[src/cc_macros.svh]
// --------------------
// Width and sizing macros for the
// accelerator offload cluster
// --------------------

`ifndef CC_MACROS_SVH
`define CC_MACROS_SVH

// Operand and result width
`define CC_DATA_W 32

// Request tag width
`define CC_ID_W 5

// Unit select width
`define CC_SEL_W 2

// Number of accelerator units, sel values at or above are invalid
`define CC_NUM_UNITS 3

// Iterations of the shift-and-add multiplier
`define CC_MUL_CYCLES `CC_DATA_W

`endif

[src/acc_unit_pkg.sv]
// --------------------
// Accelerator opcode and unit state
// enums, multiply counter type
// --------------------

`default_nettype none

`include "cc_macros.svh"

package acc_unit_pkg;

  // Opcodes, 3'd7 is not legal
  typedef enum logic [2:0] {
    ADD = 3'd0,
    SUB = 3'd1,
    AND = 3'd2,
    OR  = 3'd3,
    XOR = 3'd4,
    SLL = 3'd5,
    MUL = 3'd6
  } acc_op_e;

  // Unit FSM
  typedef enum logic [1:0] {
    IDLE = 2'd0,
    BUSY = 2'd1,
    DONE = 2'd2
  } unit_state_e;

  // Iteration counter of the multiplier
  typedef logic [$clog2(`CC_MUL_CYCLES)-1:0] mul_cnt_t;

endpackage

`default_nettype wire

[src/offload_pkg.sv]
// --------------------
// Offload request and response structs
// at the cluster boundary
// --------------------

`default_nettype none

`include "cc_macros.svh"

package offload_pkg;

  // --------------------
  // Request
  // --------------------
  typedef struct packed {
    logic [`CC_ID_W-1:0]   id;
    logic [`CC_SEL_W-1:0]  sel;
    acc_unit_pkg::acc_op_e op;
    logic [`CC_DATA_W-1:0] arga;
    logic [`CC_DATA_W-1:0] argb;
  } offload_req_t;

  // --------------------
  // Response
  // --------------------
  // error is set only for an unmatched select
  typedef struct packed {
    logic [`CC_ID_W-1:0]   id;
    logic [`CC_DATA_W-1:0] data;
    logic                  error;
  } offload_rsp_t;

endpackage

`default_nettype wire

[src/offload_dispatch.sv]
// --------------------
// Offload dispatcher: request cut register
// and select decode to units or error path
// --------------------

`default_nettype none

`include "cc_macros.svh"

module offload_dispatch (
  input  logic                       clk_i,
  input  logic                       rst_ni,
  input  offload_pkg::offload_req_t  req_i,
  input  logic                       req_valid_i,
  output logic                       req_ready_o,
  output offload_pkg::offload_req_t  unit_req_o,
  output logic [`CC_NUM_UNITS-1:0]   unit_valid_o,
  input  logic [`CC_NUM_UNITS-1:0]   unit_ready_i,
  output offload_pkg::offload_rsp_t  err_rsp_o,
  output logic                       err_valid_o,
  input  logic                       err_ready_i
);

  offload_pkg::offload_req_t req_q;
  logic                      valid_q;
  logic                      sel_ok;
  logic                      drain;
  logic                      accept;

  // --------------------
  // Decode
  // --------------------
  assign sel_ok = (req_q.sel < `CC_NUM_UNITS);

  // Held item leaves on the downstream handshake of its target
  assign drain = valid_q & (sel_ok ? unit_ready_i[req_q.sel] : err_ready_i);

  // Empty, or emptying on this edge
  assign req_ready_o = ~valid_q | drain;
  assign accept      = req_valid_i & req_ready_o;

  // All units see the same payload
  assign unit_req_o = req_q;

  // One-hot valid toward the selected unit
  assign unit_valid_o = (valid_q & sel_ok) ?
                        (`CC_NUM_UNITS'(1) << req_q.sel) : '0;

  // Unmatched select becomes an error response
  assign err_valid_o = valid_q & ~sel_ok;
  assign err_rsp_o   = '{
    id:    req_q.id,
    data:  '0,
    error: 1'b1
  };

  // --------------------
  // Request register
  // --------------------
  always_ff @(posedge clk_i or negedge rst_ni) begin
    if (!rst_ni) begin
      valid_q <= 1'b0;
    end else if (accept) begin
      valid_q <= 1'b1;
    end else if (drain) begin
      valid_q <= 1'b0;
    end
  end

  // Payload only
  always_ff @(posedge clk_i) begin
    if (accept) begin
      req_q <= req_i;
    end
  end

endmodule

`default_nettype wire

[src/acc_unit.sv]
// --------------------
// Integer accelerator unit with single
// cycle logic ops and iterative multiply
// --------------------

`default_nettype none

`include "cc_macros.svh"

module acc_unit (
  input  logic                       clk_i,
  input  logic                       rst_ni,
  input  offload_pkg::offload_req_t  req_i,
  input  logic                       req_valid_i,
  output logic                       req_ready_o,
  output offload_pkg::offload_rsp_t  rsp_o,
  output logic                       rsp_valid_o,
  input  logic                       rsp_ready_i
);

  acc_unit_pkg::unit_state_e state_q;
  acc_unit_pkg::mul_cnt_t    cnt_q;
  logic [`CC_ID_W-1:0]       id_q;
  logic [`CC_DATA_W-1:0]     mcand_q;
  logic [`CC_DATA_W-1:0]     mplier_q;
  logic [`CC_DATA_W-1:0]     result_q;
  logic                      accept;
  logic                      is_mul;
  logic                      mul_last;

  // Single-cycle ops
  function automatic logic [`CC_DATA_W-1:0] alu(
    input acc_unit_pkg::acc_op_e op,
    input logic [`CC_DATA_W-1:0] a,
    input logic [`CC_DATA_W-1:0] b
  );
    logic [`CC_DATA_W-1:0] res;
    case (op)
      acc_unit_pkg::ADD: res = a + b;
      acc_unit_pkg::SUB: res = a - b;
      acc_unit_pkg::AND: res = a & b;
      acc_unit_pkg::OR:  res = a | b;
      acc_unit_pkg::XOR: res = a ^ b;
      acc_unit_pkg::SLL: res = a << b[$clog2(`CC_DATA_W)-1:0];
      default:           res = '0;
    endcase
    return res;
  endfunction

  assign req_ready_o = (state_q == acc_unit_pkg::IDLE);
  assign accept      = req_valid_i & req_ready_o;
  assign is_mul      = (req_i.op == acc_unit_pkg::MUL);
  assign mul_last    = (cnt_q == acc_unit_pkg::mul_cnt_t'(`CC_MUL_CYCLES - 1));

  assign rsp_valid_o = (state_q == acc_unit_pkg::DONE);
  assign rsp_o       = '{
    id:    id_q,
    data:  result_q,
    error: 1'b0
  };

  // --------------------
  // FSM
  // --------------------
  always_ff @(posedge clk_i or negedge rst_ni) begin
    if (!rst_ni) begin
      state_q <= acc_unit_pkg::IDLE;
      cnt_q   <= '0;
    end else begin
      case (state_q)
        acc_unit_pkg::IDLE: begin
          if (accept) begin
            cnt_q   <= '0;
            state_q <= is_mul ? acc_unit_pkg::BUSY : acc_unit_pkg::DONE;
          end
        end
        acc_unit_pkg::BUSY: begin
          cnt_q <= cnt_q + 1'b1;
          if (mul_last) begin
            state_q <= acc_unit_pkg::DONE;
          end
        end
        acc_unit_pkg::DONE: begin
          // Wait here for the arbiter
          if (rsp_ready_i) begin
            state_q <= acc_unit_pkg::IDLE;
          end
        end
        default: state_q <= acc_unit_pkg::IDLE;
      endcase
    end
  end

  // --------------------
  // Datapath
  // --------------------
  always_ff @(posedge clk_i) begin
    if (accept) begin
      id_q     <= req_i.id;
      mcand_q  <= req_i.arga;
      mplier_q <= req_i.argb;
      // Multiply accumulates into the result from zero
      result_q <= is_mul ? '0 : alu(req_i.op, req_i.arga, req_i.argb);
    end else if (state_q == acc_unit_pkg::BUSY) begin
      if (mplier_q[0]) begin
        result_q <= result_q + mcand_q;
      end
      mcand_q  <= mcand_q << 1;
      mplier_q <= mplier_q >> 1;
    end
  end

endmodule

`default_nettype wire

[src/resp_arbiter.sv]
// --------------------
// Round-robin merge of unit and error
// responses into one registered output
// --------------------

`default_nettype none

`include "cc_macros.svh"

module resp_arbiter (
  input  logic                                          clk_i,
  input  logic                                          rst_ni,
  input  offload_pkg::offload_rsp_t [`CC_NUM_UNITS-1:0] unit_rsp_i,
  input  logic [`CC_NUM_UNITS-1:0]                      unit_valid_i,
  output logic [`CC_NUM_UNITS-1:0]                      unit_ready_o,
  input  offload_pkg::offload_rsp_t                     err_rsp_i,
  input  logic                                          err_valid_i,
  output logic                                          err_ready_o,
  output offload_pkg::offload_rsp_t                     rsp_o,
  output logic                                          rsp_valid_o,
  input  logic                                          rsp_ready_i
);

  // Units plus the error path
  localparam int unsigned NUM_REQ = `CC_NUM_UNITS + 1;
  localparam int unsigned IDX_W   = $clog2(NUM_REQ);

  offload_pkg::offload_rsp_t [NUM_REQ-1:0] in_rsp;
  logic [NUM_REQ-1:0]                      in_valid;
  logic [NUM_REQ-1:0]                      grant;
  logic [IDX_W-1:0]                        ptr_q;
  logic [IDX_W-1:0]                        win;
  logic                                    found;
  logic                                    load_en;
  offload_pkg::offload_rsp_t               rsp_q;
  logic                                    valid_q;

  // Error path sits on the top index
  assign in_rsp   = {err_rsp_i, unit_rsp_i};
  assign in_valid = {err_valid_i, unit_valid_i};

  // Output register free or draining
  assign load_en = ~valid_q | rsp_ready_i;

  // --------------------
  // Priority search
  // --------------------
  always_comb begin
    int unsigned idx;
    found = 1'b0;
    win   = '0;
    for (int unsigned i = 0; i < NUM_REQ; i++) begin
      idx = (int'(ptr_q) + i) % NUM_REQ;
      if (!found && in_valid[idx]) begin
        found = 1'b1;
        win   = IDX_W'(idx);
      end
    end
  end

  assign grant        = (load_en & found) ? (NUM_REQ'(1) << win) : '0;
  assign unit_ready_o = grant[`CC_NUM_UNITS-1:0];
  assign err_ready_o  = grant[`CC_NUM_UNITS];

  // --------------------
  // Output register
  // --------------------
  always_ff @(posedge clk_i or negedge rst_ni) begin
    if (!rst_ni) begin
      valid_q <= 1'b0;
      ptr_q   <= '0;
    end else if (load_en) begin
      valid_q <= found;
      if (found) begin
        // Winner drops to lowest priority
        ptr_q <= (win == IDX_W'(NUM_REQ - 1)) ? '0 : win + 1'b1;
      end
    end
  end

  always_ff @(posedge clk_i) begin
    if (load_en && found) begin
      rsp_q <= in_rsp[win];
    end
  end

  assign rsp_o       = rsp_q;
  assign rsp_valid_o = valid_q;

endmodule

`default_nettype wire

[src/offload_cluster.sv]
// --------------------
// Offload cluster top: dispatcher,
// accelerator unit array, response arbiter
// --------------------

`default_nettype none

`include "cc_macros.svh"

module offload_cluster (
  input  logic                       clk_i,
  input  logic                       rst_ni,
  input  offload_pkg::offload_req_t  req_i,
  input  logic                       req_valid_i,
  output logic                       req_ready_o,
  output offload_pkg::offload_rsp_t  rsp_o,
  output logic                       rsp_valid_o,
  input  logic                       rsp_ready_i
);

  offload_pkg::offload_req_t                     unit_req;
  logic [`CC_NUM_UNITS-1:0]                      unit_valid;
  logic [`CC_NUM_UNITS-1:0]                      unit_ready;
  offload_pkg::offload_rsp_t [`CC_NUM_UNITS-1:0] unit_rsp;
  logic [`CC_NUM_UNITS-1:0]                      unit_rsp_valid;
  logic [`CC_NUM_UNITS-1:0]                      unit_rsp_ready;
  offload_pkg::offload_rsp_t                     err_rsp;
  logic                                          err_valid;
  logic                                          err_ready;

  offload_dispatch u_dispatch (
    .clk_i        (clk_i),
    .rst_ni       (rst_ni),
    .req_i        (req_i),
    .req_valid_i  (req_valid_i),
    .req_ready_o  (req_ready_o),
    .unit_req_o   (unit_req),
    .unit_valid_o (unit_valid),
    .unit_ready_i (unit_ready),
    .err_rsp_o    (err_rsp),
    .err_valid_o  (err_valid),
    .err_ready_i  (err_ready)
  );

  // One unit per select value
  for (genvar i = 0; i < `CC_NUM_UNITS; i++) begin : gen_units
    acc_unit u_unit (
      .clk_i       (clk_i),
      .rst_ni      (rst_ni),
      .req_i       (unit_req),
      .req_valid_i (unit_valid[i]),
      .req_ready_o (unit_ready[i]),
      .rsp_o       (unit_rsp[i]),
      .rsp_valid_o (unit_rsp_valid[i]),
      .rsp_ready_i (unit_rsp_ready[i])
    );
  end

  resp_arbiter u_arbiter (
    .clk_i        (clk_i),
    .rst_ni       (rst_ni),
    .unit_rsp_i   (unit_rsp),
    .unit_valid_i (unit_rsp_valid),
    .unit_ready_o (unit_rsp_ready),
    .err_rsp_i    (err_rsp),
    .err_valid_i  (err_valid),
    .err_ready_o  (err_ready),
    .rsp_o        (rsp_o),
    .rsp_valid_o  (rsp_valid_o),
    .rsp_ready_i  (rsp_ready_i)
  );

endmodule

`default_nettype wire

[config.mk]
export PLATFORM = sky130hd
export DESIGN_NAME = offload_cluster
export DESIGN_NICKNAME = d
export VERILOG_FILES = /design/src/acc_unit_pkg.sv /design/src/offload_pkg.sv /design/src/offload_dispatch.sv /design/src/acc_unit.sv /design/src/resp_arbiter.sv /design/src/offload_cluster.sv
export VERILOG_INCLUDE_DIRS = /design/src /design/src/src
export SDC_FILE = /design/constraint.sdc
export NUM_CORES = 1
export LEC_CHECK = 0
export ABC_AREA = 0
export BUFFER_PORTS_ARGS = -buffer_cell sky130_fd_sc_hd__buf_2
export CAP_MARGIN = 25
export CELL_PAD_IN_SITES_DETAIL_PLACEMENT = 0
export CELL_PAD_IN_SITES_GLOBAL_PLACEMENT = 1
export CORE_UTILIZATION = 54
export CTS_CLUSTER_DIAMETER = 200
export DETAILED_ROUTE_END_ITERATION = 8
export PLACE_DENSITY_LB_ADDON = 0.1
export SLEW_MARGIN = 25
export SYNTH_ARGS = -nofsm -noshare
export SYNTH_HDL_FRONTEND = slang
export SYNTH_SLANG_ARGS = --single-unit
[constraint.sdc]
create_clock -name clk_i -period 10.5 [get_ports clk_i]
set_input_delay 3.15 -clock clk_i [delete_from_list [all_inputs] [get_ports clk_i]]
set_output_delay 3.15 -clock clk_i [all_outputs]
set_load 0.01 [all_outputs]
==> results.json, run 1 <==
{
  "die_height_um": 229.9,
  "grt_pass1_wl_um": 123900,
  "dieArea_sq_um": 52840,
  "n_fill_cell": 4382,
  "ys_ff_latch": 440,
  "drt-wirelength-per-cell_um": 22.34,
  "yosysSeqAreaShare_pct": 46.68,
  "reg2regPathDepth": 19,
  "rrSetupSlack_ps": 4900,
  "final-max-slew-violation-count": 0,
  "hold_violations": 0,
  "wl_um": 79970,
  "reg2reg_to": "gen_units[1].u_unit.result_q[29]",
  "period_share_pct": 73.61,
  "synth_top_area_cell": "edfxtp_1",
  "vdd_drop_max_mv": 0.2651,
  "synth_cell_type_count": 94,
  "p_leak_nw": 12.54,
  "crit_start": "rsp_ready_i",
  "synth_common_cells": "415 x edfxtp_1, 412 x nand2_1, 273 x o21ai_0",
  "die_width_um": 229.9,
  "io_pins": 118,
  "drt_pass1_iterations": 6,
  "cts_setup_buffers": 0,
  "cts-root-buf": "clkbuf_16",
  "rsz0062_at_grt": "no",
  "grt_usage_pct": 30.33,
  "cts_buffer_depth": 3,
  "drtIter0Drc": 1909,
  "finalNonFillerCells": 3580,
  "clk_latency_ps": 620,
  "antenna_cells": 0,
  "cts.sinks": 440,
  "ys.flop_type": "edfxtp_1",
  "relSlewSlack_pct": 25.48,
  "arrival_ps": 4580,
  "busiest_layer": "met2",
  "grt_pass1_vias": 21420,
  "synth-edff-count": 415,
  "htreeDepth": 2,
  "grtUsageMet3_pct": 3.782,
  "synthesis.nets": 3086,
  "dp_cells": 3490,
  "period_needed_ps": 7729,
  "worstPathRequired_ps": 7350,
  "area_growth_pct": 9.791,
  "crit_fanout": 45,
  "r2r-start": "u_dispatch.unit_req_o[0]",
  "endpoint_kind": "output port",
  "clkTransAtPathRegs_ps": 60,
  "synth_area_per_cell_sq_um": 9.999,
  "drive_gt1_share_pct": 10.14,
  "path_class": "input pin to output port",
  "start_util_pct": 54.65,
  "cts_tree": "yes",
  "gp_congestion": 0.9474,
  "yosys-top-cells-area": "edfxtp_1 44%, ha_1 8.9%, nand2_1 5.5%, o21ai_0 4.9%, a21oi_1 3.5%",
  "cts_buffers": 48,
  "endpoint": "req_ready_o",
  "synth_area_sq_um": 28040,
  "cts_repair_resize_count": 0,
  "grt_max_degree": 92,
  "nets": 3146,
  "core.rowCount": 83,
  "place_hpwl_um": 58680,
  "hp-class": "register to register",
  "ant_nets": 0,
  "avgViaCountPerCell": 6.221,
  "cellPowerDensity_nw_per_um2": 265.8,
  "antenna_found_initial": 1,
  "yosys_warnings": 0,
  "drcViolationCount": 0,
  "max_clock_freq_mhz": 129.4,
  "tns_ps": 0,
  "cts_hold_buf": 0,
  "worstMarginPinSlew_ps": 1111,
  "synth_top_area_share_pct": 44.45,
  "clock_skew_ps": 24.24,
  "port_buffers": 117,
  "status": "complete, no violations",
  "use_met1_pct": 44.54,
  "overflow": 0,
  "vias": 22270,
  "max_cap_viol_count": 0,
  "yosysMostFrequentCell": "edfxtp_1",
  "async_reset_ff_share_pct": 5.682,
  "cp-start-kind": "input pin",
  "setup_viol": 0,
  "grt_use_met2_pct": 47.18,
  "core_region_area_sq_um": 51300,
  "synth_cells": 2804
}
sequential cells by signal, summed over array words and instances (netlist names):
signal / cells
u_dispatch.err_rsp_o: 5
gen_units.u_unit.mcand_q: 96
u_dispatch.valid_q: 1
gen_units.u_unit.result_q: 96
u_arbiter.rsp_o: 38
gen_units.u_unit.cnt_q: 15
u_arbiter.rsp_valid_o: 1
u_dispatch.unit_req_o: 69
gen_units.u_unit.state_q: 6
gen_units.u_unit.id_q: 15
u_arbiter.ptr_q: 2
gen_units.u_unit.mplier_q: 96
kinds of logic (layout without fill, tap and decap cells):
group	Yosys count	in the layout	share of synthesized area [%]
compound gates	890	890	19.11
simple gates	779	779	12.20
flops	440	440	46.68
buf+inv	245	341	3.508
fa+ha+maj	204	204	9.211
xor+xnor	130	130	4.061
mux	116	116	5.235
where the power goes:
part	total (W)	switching, W	internal [W]
combinational	0.00363	0.00232	0.00131
sequential	0.00280	0.000232	0.00257
clock	0.00176	0.000734	0.00102
worst min-delay path by stage:
| stage | from | end | slack (ps) | depth (start not counted) |
|---|---|---|---|---|
| finish | gen_units[1].u_unit.cnt_q[2] | gen_units[1].u_unit.cnt_q[2] | 510 | 1 |
| global route | u_dispatch.err_rsp_o[35] | gen_units[1].u_unit.id_q[2] | 540 | 0 |
| floorplan | u_dispatch.err_rsp_o[33] | gen_units[0].u_unit.id_q[0] | 460 | 0 |
| detailed placement | gen_units[1].u_unit.cnt_q[2] | gen_units[1].u_unit.cnt_q[2] | 500 | 1 |
| global placement | gen_units[1].u_unit.cnt_q[2] | gen_units[1].u_unit.cnt_q[2] | 490 | 1 |
| CTS | gen_units[1].u_unit.cnt_q[2] | gen_units[1].u_unit.cnt_q[2] | 510 | 1 |
per-stage QoR:
step	total power (W)	setup WS [ps]	hold slack [ps]	instance area (sq um)	utilization (%)
final	0.008181	2771	508.7	30780	60.00
after global routing	0.008677	2613	538.2	30780	60.00
after CTS	0.008168	2746	509.6	30760	59.96
after detailed placement	0.006398	2769	502.0	29150	56.82
after global placement	0.006309	2781	488.2	29150	56.81
after floorplan	0.005330	1416	463.5	28040	-
worst max-delay path: stages:
cell     delay [ps]
buf_2            90
inv_1            60
a21oi_4         100
buf_4           510
nand3_1         140
o311a_1         150
o21ai_1         200
buf_2           170
layout by cell type, fill, tap and decap left out, types with 22 or more instances in the layout:
master     count
a22oi_1       32
clkbuf_16     48
nor3_1        28
mux2i_1       87
xnor2_1       76
xor2_1        54
ha_1         200
o21ai_0      273
nand3_1       45
inv_1         97
a21oi_1      194
nor2_1       159
buf_4         27
a211oi_1      29
o21ai_1       93
a21o_1        55
o22ai_1       42
mux4_2        24
edfxtp_1     415
a31oi_1       27
buf_2        121
dfrtp_1       25
nand2_1      408
nor2b_1       22
and3_1        26
routing by layer:
metal / vias to the layer above / part of all wire (%)
met4: 0 / 2.6
met1: 10820 / 45
met5: - / 0
met2: 807 / 45
li1: 10510 / -
met3: 132 / 7.1
final cells by class:
| class | count | area [sq um] | share of cell area (%) |
|---|---|---|---|
| clock buffers | 55 | 1237 | 4.020 |
| clock inverters | 31 | 369.1 | 1.199 |
| inverters | 105 | 394.1 | 1.280 |
| flip-flops and latches | 440 | 13090 | 42.52 |
| well taps | 680 | 850.8 | 2.764 |
| multi-input cells | 2119 | 14020 | 45.54 |
| repair buffers | 150 | 824.5 | 2.679 |
No activity file was read; power rests on OpenSTA's default activity.
==> run 2: changes to the inputs <==
--- a/config.mk
+++ b/config.mk
@@ -11,7 +11,7 @@
 export CAP_MARGIN = 25
 export CELL_PAD_IN_SITES_DETAIL_PLACEMENT = 0
 export CELL_PAD_IN_SITES_GLOBAL_PLACEMENT = 1
-export CORE_UTILIZATION = 54
+export CORE_UTILIZATION = 50
 export CTS_CLUSTER_DIAMETER = 200
 export DETAILED_ROUTE_END_ITERATION = 8
 export PLACE_DENSITY_LB_ADDON = 0.1
==> constraint.sdc (replaced) <==
create_clock -name clk_i -period 7.28 [get_ports clk_i]
set_input_delay 2.184 -clock clk_i [delete_from_list [all_inputs] [get_ports clk_i]]
set_output_delay 2.184 -clock clk_i [all_outputs]
set_load 0.01 [all_outputs]
==> run 2 against run 1 <==
Effect of this change:
- global-route usage fell by 0.93 points
- first-iteration DRC count fell by 5.8%
- final area rose by 0.72%
- highest routed layer unchanged
- register-to-register slack got worse by 2800 ps
- die area rose by 7.9%
- setup slack got worse by 860 ps
- utilization fell by 3.8 points
- final cell count rose by 2.3%
- clock power rose by 48%
- hold slack got worse by 7.7 ps
==> results.json, run 2 (synthesis results as in run 1) <==
{
  "cellPowerDensity_nw_per_um2": 385.3,
  "rrSetupSlack_ps": 2080,
  "hold_violations": 0,
  "vias": 22210,
  "drtIter0Drc": 1799,
  "cts_setup_buffers": 0,
  "grt_pass1_wl_um": 127700,
  "reg2reg_to": "gen_units[1].u_unit.result_q[29]",
  "place_hpwl_um": 61580,
  "max_clock_freq_mhz": 186.4,
  "cts_repair_resize_count": 0,
  "arrival_ps": 3180,
  "max_cap_viol_count": 0,
  "die_width_um": 238.8,
  "port_buffers": 117,
  "die_height_um": 238.8,
  "drcViolationCount": 0,
  "worst_slack_ps": 1914,
  "period_share_pct": 73.71,
  "rsz0062_at_grt": "no",
  "holdWs_ps": 501.0,
  "cts.sinks": 440,
  "wl_um": 83190,
  "io_pins": 118,
  "preCtsSetupSlack_ps": 2008,
  "reg.largest.list": "gen_units.u_unit.mcand_q (96), gen_units.u_unit.mplier_q (96), gen_units.u_unit.result_q (96)",
  "drt_pass1_iterations": 6,
  "core_region_area_sq_um": 55200,
  "ant_nets": 0,
  "p_leak_nw": 12.60,
  "core.rowCount": 86,
  "clock_skew_ps": 16.86,
  "worstMarginPinSlew_ps": 1047,
  "tns_ps": 0,
  "final_area_sq_um": 31000,
  "cp-start-kind": "register",
  "min_to": "gen_units[1].u_unit.cnt_q[2]",
  "drt-wirelength-per-cell_um": 22.72,
  "cts_buffer_depth": 3,
  "antenna_found_initial": 1,
  "final_common_cell": "edfxtp_1",
  "htreeDepth": 2,
  "r2r-start": "u_dispatch.unit_req_o[0]",
  "grt_usage_pct": 29.40,
  "nets": 3151,
  "start_util_pct": 50.79,
  "reg2regPathDepth": 19,
  "layout_common_cells": "415 x edfxtp_1, 408 x nand2_1, 273 x o21ai_0",
  "endpoint_kind": "output port",
  "dpl-instance-area_sq_um": 29270,
  "path_class": "register to output port",
  "period_needed_ps": 5366,
  "dieArea_sq_um": 57030,
  "drive_gt1_share_pct": 10.34,
  "area_growth_pct": 10.59,
  "status": "complete, no violations",
  "clk_latency_ps": 610,
  "overflow": 0,
  "vdd_drop_max_mv": 0.6423,
  "hold-path-cell-count": 1,
  "grt_pass1_vias": 21340,
  "worstPathRequired_ps": 5100,
  "cts_tree": "yes",
  "cts_hold_buf": 0,
  "clkTransAtPathRegs_ps": 60,
  "avgViaCountPerCell": 6.066,
  "cts-root-buf": "clkbuf_16",
  "gp_congestion": 0.9504,
  "crit_fanout": 13,
  "cts_buffers": 50,
  "setup_viol": 0,
  "hp-class": "register to register",
  "final-max-slew-violation-count": 0,
  "relSlewSlack_pct": 30.21,
  "grt_max_degree": 83,
  "hp-start": "gen_units[1].u_unit.cnt_q[2]"
}
==> run 2: worst max path at each step <==
| stage | start | depth (start not counted) | endpoint | slack (ps) |
|---|---|---|---|---|
| detailed placement | rsp_ready_i | 7 | req_ready_o | 2010 |
| floorplan | rsp_ready_i | 6 | u_dispatch.err_rsp_o[33] | 60 |
| global placement | rsp_ready_i | 7 | req_ready_o | 2050 |
| CTS | u_dispatch.unit_req_o[67] | 11 | req_ready_o | 1870 |
| global route | u_dispatch.unit_req_o[0] | 19 | gen_units[1].u_unit.result_q[29] | 1630 |
| finish | gen_units[2].u_unit.state_q[1] | 11 | req_ready_o | 1910 |
==> run 2: area by class of cell <==
cell class | instances | area (sq um)
Fill cell | 4886 | 24200
Sequential cell | 440 | 13090
Clock inverter | 27 | 301.5
Clock buffer | 66 | 1393
Inverter | 105 | 394.1
Timing Repair Buffer | 153 | 867.1
Multi-Input combinational cell | 2119 | 14020
Antenna cell | 3 | 7.507
Tap cell | 748 | 935.9
==> run 2: layer usage <==
metal	track usage [%]	share of wire [%]	wire length, um	vias up
met1	42.95	46	38060	10760
met2	45.51	45	37240	787
li1	-	-	-	10530
met3	3.430	6.6	5483	128
met5	0	0	0	-
met4	9.324	2.9	2402	0
==> run 2: worst max-delay path, stage by stage (launching register included) <==
cell      delay, ps
dfrtp_1         460
nor2b_1         210
a22o_1          250
nand2_1          60
o221ai_1        110
or2_2           310
inv_2           260
ha_1            260
nand3_1          80
o311a_1         140
o21ai_1         250
buf_2           190
==> run 2: power breakdown <==
group | internal, W | leakage [nW] | switching (W) | total [W]
Clock | 0.00153 | 0.824 | 0.00107 | 0.00260
Sequential | 0.00370 | 4.19 | 0.000351 | 0.00405
Combinational | 0.00190 | 7.58 | 0.00339 | 0.00529
==> run 2: metrics by stage <==
stage | cells | utilization, % | power [W]
detailed placement | 3562 | 53.03 | 0.009328
CTS | 3655 | 56.09 | 0.01196
global placement | 3560 | 53.00 | 0.009227
global route | 3658 | 56.15 | 0.01267
floorplan | 2804 | - | 0.007687
finish | 3661 | 56.17 | 0.01194
==> run 3: changes to the inputs <==
--- a/config.mk
+++ b/config.mk
@@ -6,12 +6,12 @@
 export SDC_FILE = /design/constraint.sdc
 export NUM_CORES = 1
 export LEC_CHECK = 0
-export ABC_AREA = 0
+export ABC_AREA = 1
 export BUFFER_PORTS_ARGS = -buffer_cell sky130_fd_sc_hd__buf_2
 export CAP_MARGIN = 25
 export CELL_PAD_IN_SITES_DETAIL_PLACEMENT = 0
 export CELL_PAD_IN_SITES_GLOBAL_PLACEMENT = 1
-export CORE_UTILIZATION = 50
+export CORE_UTILIZATION = 43
 export CTS_CLUSTER_DIAMETER = 200
 export DETAILED_ROUTE_END_ITERATION = 8
 export PLACE_DENSITY_LB_ADDON = 0.1
==> constraint.sdc (replaced) <==
create_clock -name clk_i -period 4.5 [get_ports clk_i]
set_input_delay 1.35 -clock clk_i [delete_from_list [all_inputs] [get_ports clk_i]]
set_output_delay 1.35 -clock clk_i [all_outputs]
set_load 0.01 [all_outputs]
==> run 3 against run 2 <==
Effect of this change:
- non-clock buffer count up 22
- sequential share of layout area down 3.7 points
- clock power up 69%
- synthesized area up 8.7%
- global-route usage up 0.16 points
- clock skew up 2.4 ps
- critical path depth unchanged
- clock-buffer cell count down 9
- power up 120%
- utilization down 7.6 points
- synthesized cell count up 42%
- final cell count up 38%
- critical path type unchanged
- critical endpoint unchanged
- highest routed layer unchanged
==> results.json, run 3 <==
{
  "min_to": "gen_units[0].u_unit.cnt_q[0]",
  "ant_nets": 0,
  "final-max-slew-violation-count": 0,
  "die_width_um": 268.2,
  "drcViolationCount": 0,
  "total_power_w": 0.02592,
  "htreeDepth": 2,
  "crit_fanout": 5,
  "vias": 27350,
  "reg2regPathDepth": 22,
  "p_leak_nw": 15.60,
  "synth_common_cells": "1308 x nand2_1, 451 x inv_1, 415 x edfxtp_1",
  "cts-root-buf": "clkbuf_16",
  "clkTransAtPathRegs_ps": 60,
  "synthesis.nets": 4261,
  "clock_skew_ps": 19.27,
  "endpoint_kind": "output port",
  "critical-path-max-stage-delay_ps": 460,
  "wl_um": 105600,
  "crit_start": "u_arbiter.ptr_q[1]",
  "synth_cells": 3979,
  "period_share_pct": 95.46,
  "period_needed_ps": 4296,
  "hold-path-cell-count": 1,
  "place_hpwl_um": 81970,
  "status": "complete, no violations",
  "core.rowCount": 97,
  "tns_ps": 0,
  "yosys_warnings": 0,
  "async_reset_ff_share_pct": 5.682,
  "reg.largest.list": "gen_units.u_unit.mcand_q (96), gen_units.u_unit.mplier_q (96), gen_units.u_unit.result_q (96)",
  "cts_buffer_depth": 3,
  "cp-start-kind": "register",
  "hold_violations": 0,
  "area_growth_pct": 11.60,
  "path_class": "register to output port",
  "cts_buffers": 52,
  "synth_top_area_share_pct": 40.89,
  "r2r-start": "u_dispatch.unit_req_o[1]",
  "cts_tree": "yes",
  "arrival_ps": 2950,
  "drive_gt1_share_pct": 7.493,
  "avgViaCountPerCell": 5.400,
  "synth_top_area_cell": "edfxtp_1",
  "overflow": 0,
  "gp_congestion": 0.9518,
  "max_cap_viol_count": 0,
  "worstMarginPinSlew_ps": 913.9,
  "yosysSeqAreaShare_pct": 42.94,
  "cts.sinks": 440,
  "clk_latency_ps": 630,
  "antenna_found_initial": 1,
  "synth_cell_type_count": 48,
  "final_common_cell": "nand2_1",
  "vdd_drop_max_mv": 0.7601,
  "reg2reg_to": "gen_units[1].u_unit.result_q[28]",
  "crit_slowest_cell": "dfrtp_1",
  "holdWs_ps": 506.0,
  "crit_chain": "xnor2_2 > nand3_2 > a21oi_4 > nand3_1 > nand2_1 > o21ai_4 > ha_1 > and3_1 > nand2_1 > nand2_1 > buf_2",
  "die_height_um": 268.2,
  "crit_top_cell": "nand2_1",
  "dieArea_sq_um": 71950,
  "relSlewSlack_pct": 38.43,
  "synth_area_per_cell_sq_um": 7.660,
  "cellPowerDensity_nw_per_um2": 762.1,
  "ys_ff_latch": 440,
  "synth_area_sq_um": 30480,
  "drtIter0Drc": 2252,
  "hp-class": "register to register",
  "drt-wirelength-per-cell_um": 20.85,
  "max_clock_freq_mhz": 232.8,
  "cts_hold_buf": 0,
  "worstPathRequired_ps": 3150,
  "io_pins": 118,
  "start_util_pct": 43.52,
  "layout_common_cells": "1307 x nand2_1, 445 x inv_1, 415 x edfxtp_1",
  "drt_pass1_iterations": 6,
  "grt_pass1_wl_um": 159800,
  "setup_viol": 0,
  "yosys-top-cells-area": "edfxtp_1 41%, nand2_1 16%, ha_1 8.2%, nand3_1 6.6%, inv_1 5.6%",
  "grt_max_degree": 87,
  "grt_pass1_vias": 26350,
  "ys.flop_type": "edfxtp_1",
  "hp-start": "gen_units[0].u_unit.cnt_q[0]",
  "core_region_area_sq_um": 70030,
  "nets": 4363,
  "rsz0062_at_grt": "no",
  "grt_usage_pct": 29.56,
  "synth-edff-count": 415,
  "rrSetupSlack_ps": 400,
  "port_buffers": 117,
  "yosysMostFrequentCell": "nand2_1"
}
[run 3: cell types whose count changed in the layout (fill, tap and decap cells not counted), sizes merged, moves of 48 or more]
| cell | previous run | this run |
|---|---|---|
| mux2i | 87 | 0 |
| nor2 | 163 | 265 |
| xnor2 | 76 | 11 |
| o21ai | 366 | 318 |
| nand3 | 45 | 404 |
| nand2 | 412 | 1310 |
| inv | 107 | 460 |
[run 3: stage by stage]
stage / instances / util [%] / instance area, sq um / setup slack, ps
3_5_place_dp: 4967 / 46.02 / 32230 / 326.0
5_1_grt: 5064 / 48.57 / 34010 / 9.399
6_report: 5065 / 48.57 / 34020 / 204.3
3_3_place_gp: 4967 / 46.02 / 32230 / 345.8
2_1_floorplan: 3979 / - / 30490 / 108.5
4_1_cts: 5064 / 48.54 / 33990 / 74.18
[run 3: repair_timing]
action                     in CTS  in global routing
hold endpoints to repair        0                  0
resized for setup               0                  5
setup endpoints to repair       0                  7
setup buffers                   0                  0
[run 3: worst max path at each step]
stage	slack [ps]	to	cells after the start
after global routing	9	req_ready_o	14
final	200	req_ready_o	11
after CTS	70	req_ready_o	15
after global placement	350	gen_units[0].u_unit.result_q[28]	22
after floorplan	110	u_dispatch.err_rsp_o[33]	6
after detailed placement	330	gen_units[1].u_unit.result_q[28]	22
[run 3: per-layer routing]
layer	part of all wire [%]	up-vias	GRT usage (%)	routed length (um)
met5	0	-	0	0
met4	2.7	0	8.170	2876
met2	47	726	49.82	49850
li1	-	13500	-	-
met1	45	13000	40.16	47280
met3	5.3	130	3.097	5612
[run 3: cells by family (layout without fill, tap and decap cells)]
family	Yosys count	in the layout	share of synthesized area (%)
buffers and inverters	588	733	7.582
AOI/OAI and AO/OA	595	595	10.83
and+or+nand+nor	2098	2098	28.60
other	0	1	0
xor gates and xnor gates	54	54	1.576
DFF	440	440	42.94
adders and majority gates	204	204	8.473
[run 3: final cells by class]
type | count | area, sq um
clock inverter | 40 | 441.7
timing repair buffer | 175 | 1071
sequential | 440 | 13090
tap | 940 | 1176
fill | 7095 | 36010
inverter | 461 | 1738
clock buffer | 57 | 1320
multi-input combinational | 2951 | 15180
antenna | 1 | 2.502
[run 3: critical path, delay by kind of cell, from the launching register on]
| kind | cells | cell delay, ps |
|---|---|---|
| and+or+nand+nor | 6 | 850 |
| DFF | 1 | 460 |
| AOI/OAI and AO/OA | 2 | 300 |
| xor gates and xnor gates | 1 | 290 |
| adders and majority gates | 1 | 230 |
| buffers and inverters | 1 | 170 |
[run 3: where the power goes]
part           switching, W  internal (W)
registers          0.000735       0.00641
logic                0.0103       0.00408
clock network       0.00185       0.00254
total                0.0129        0.0130
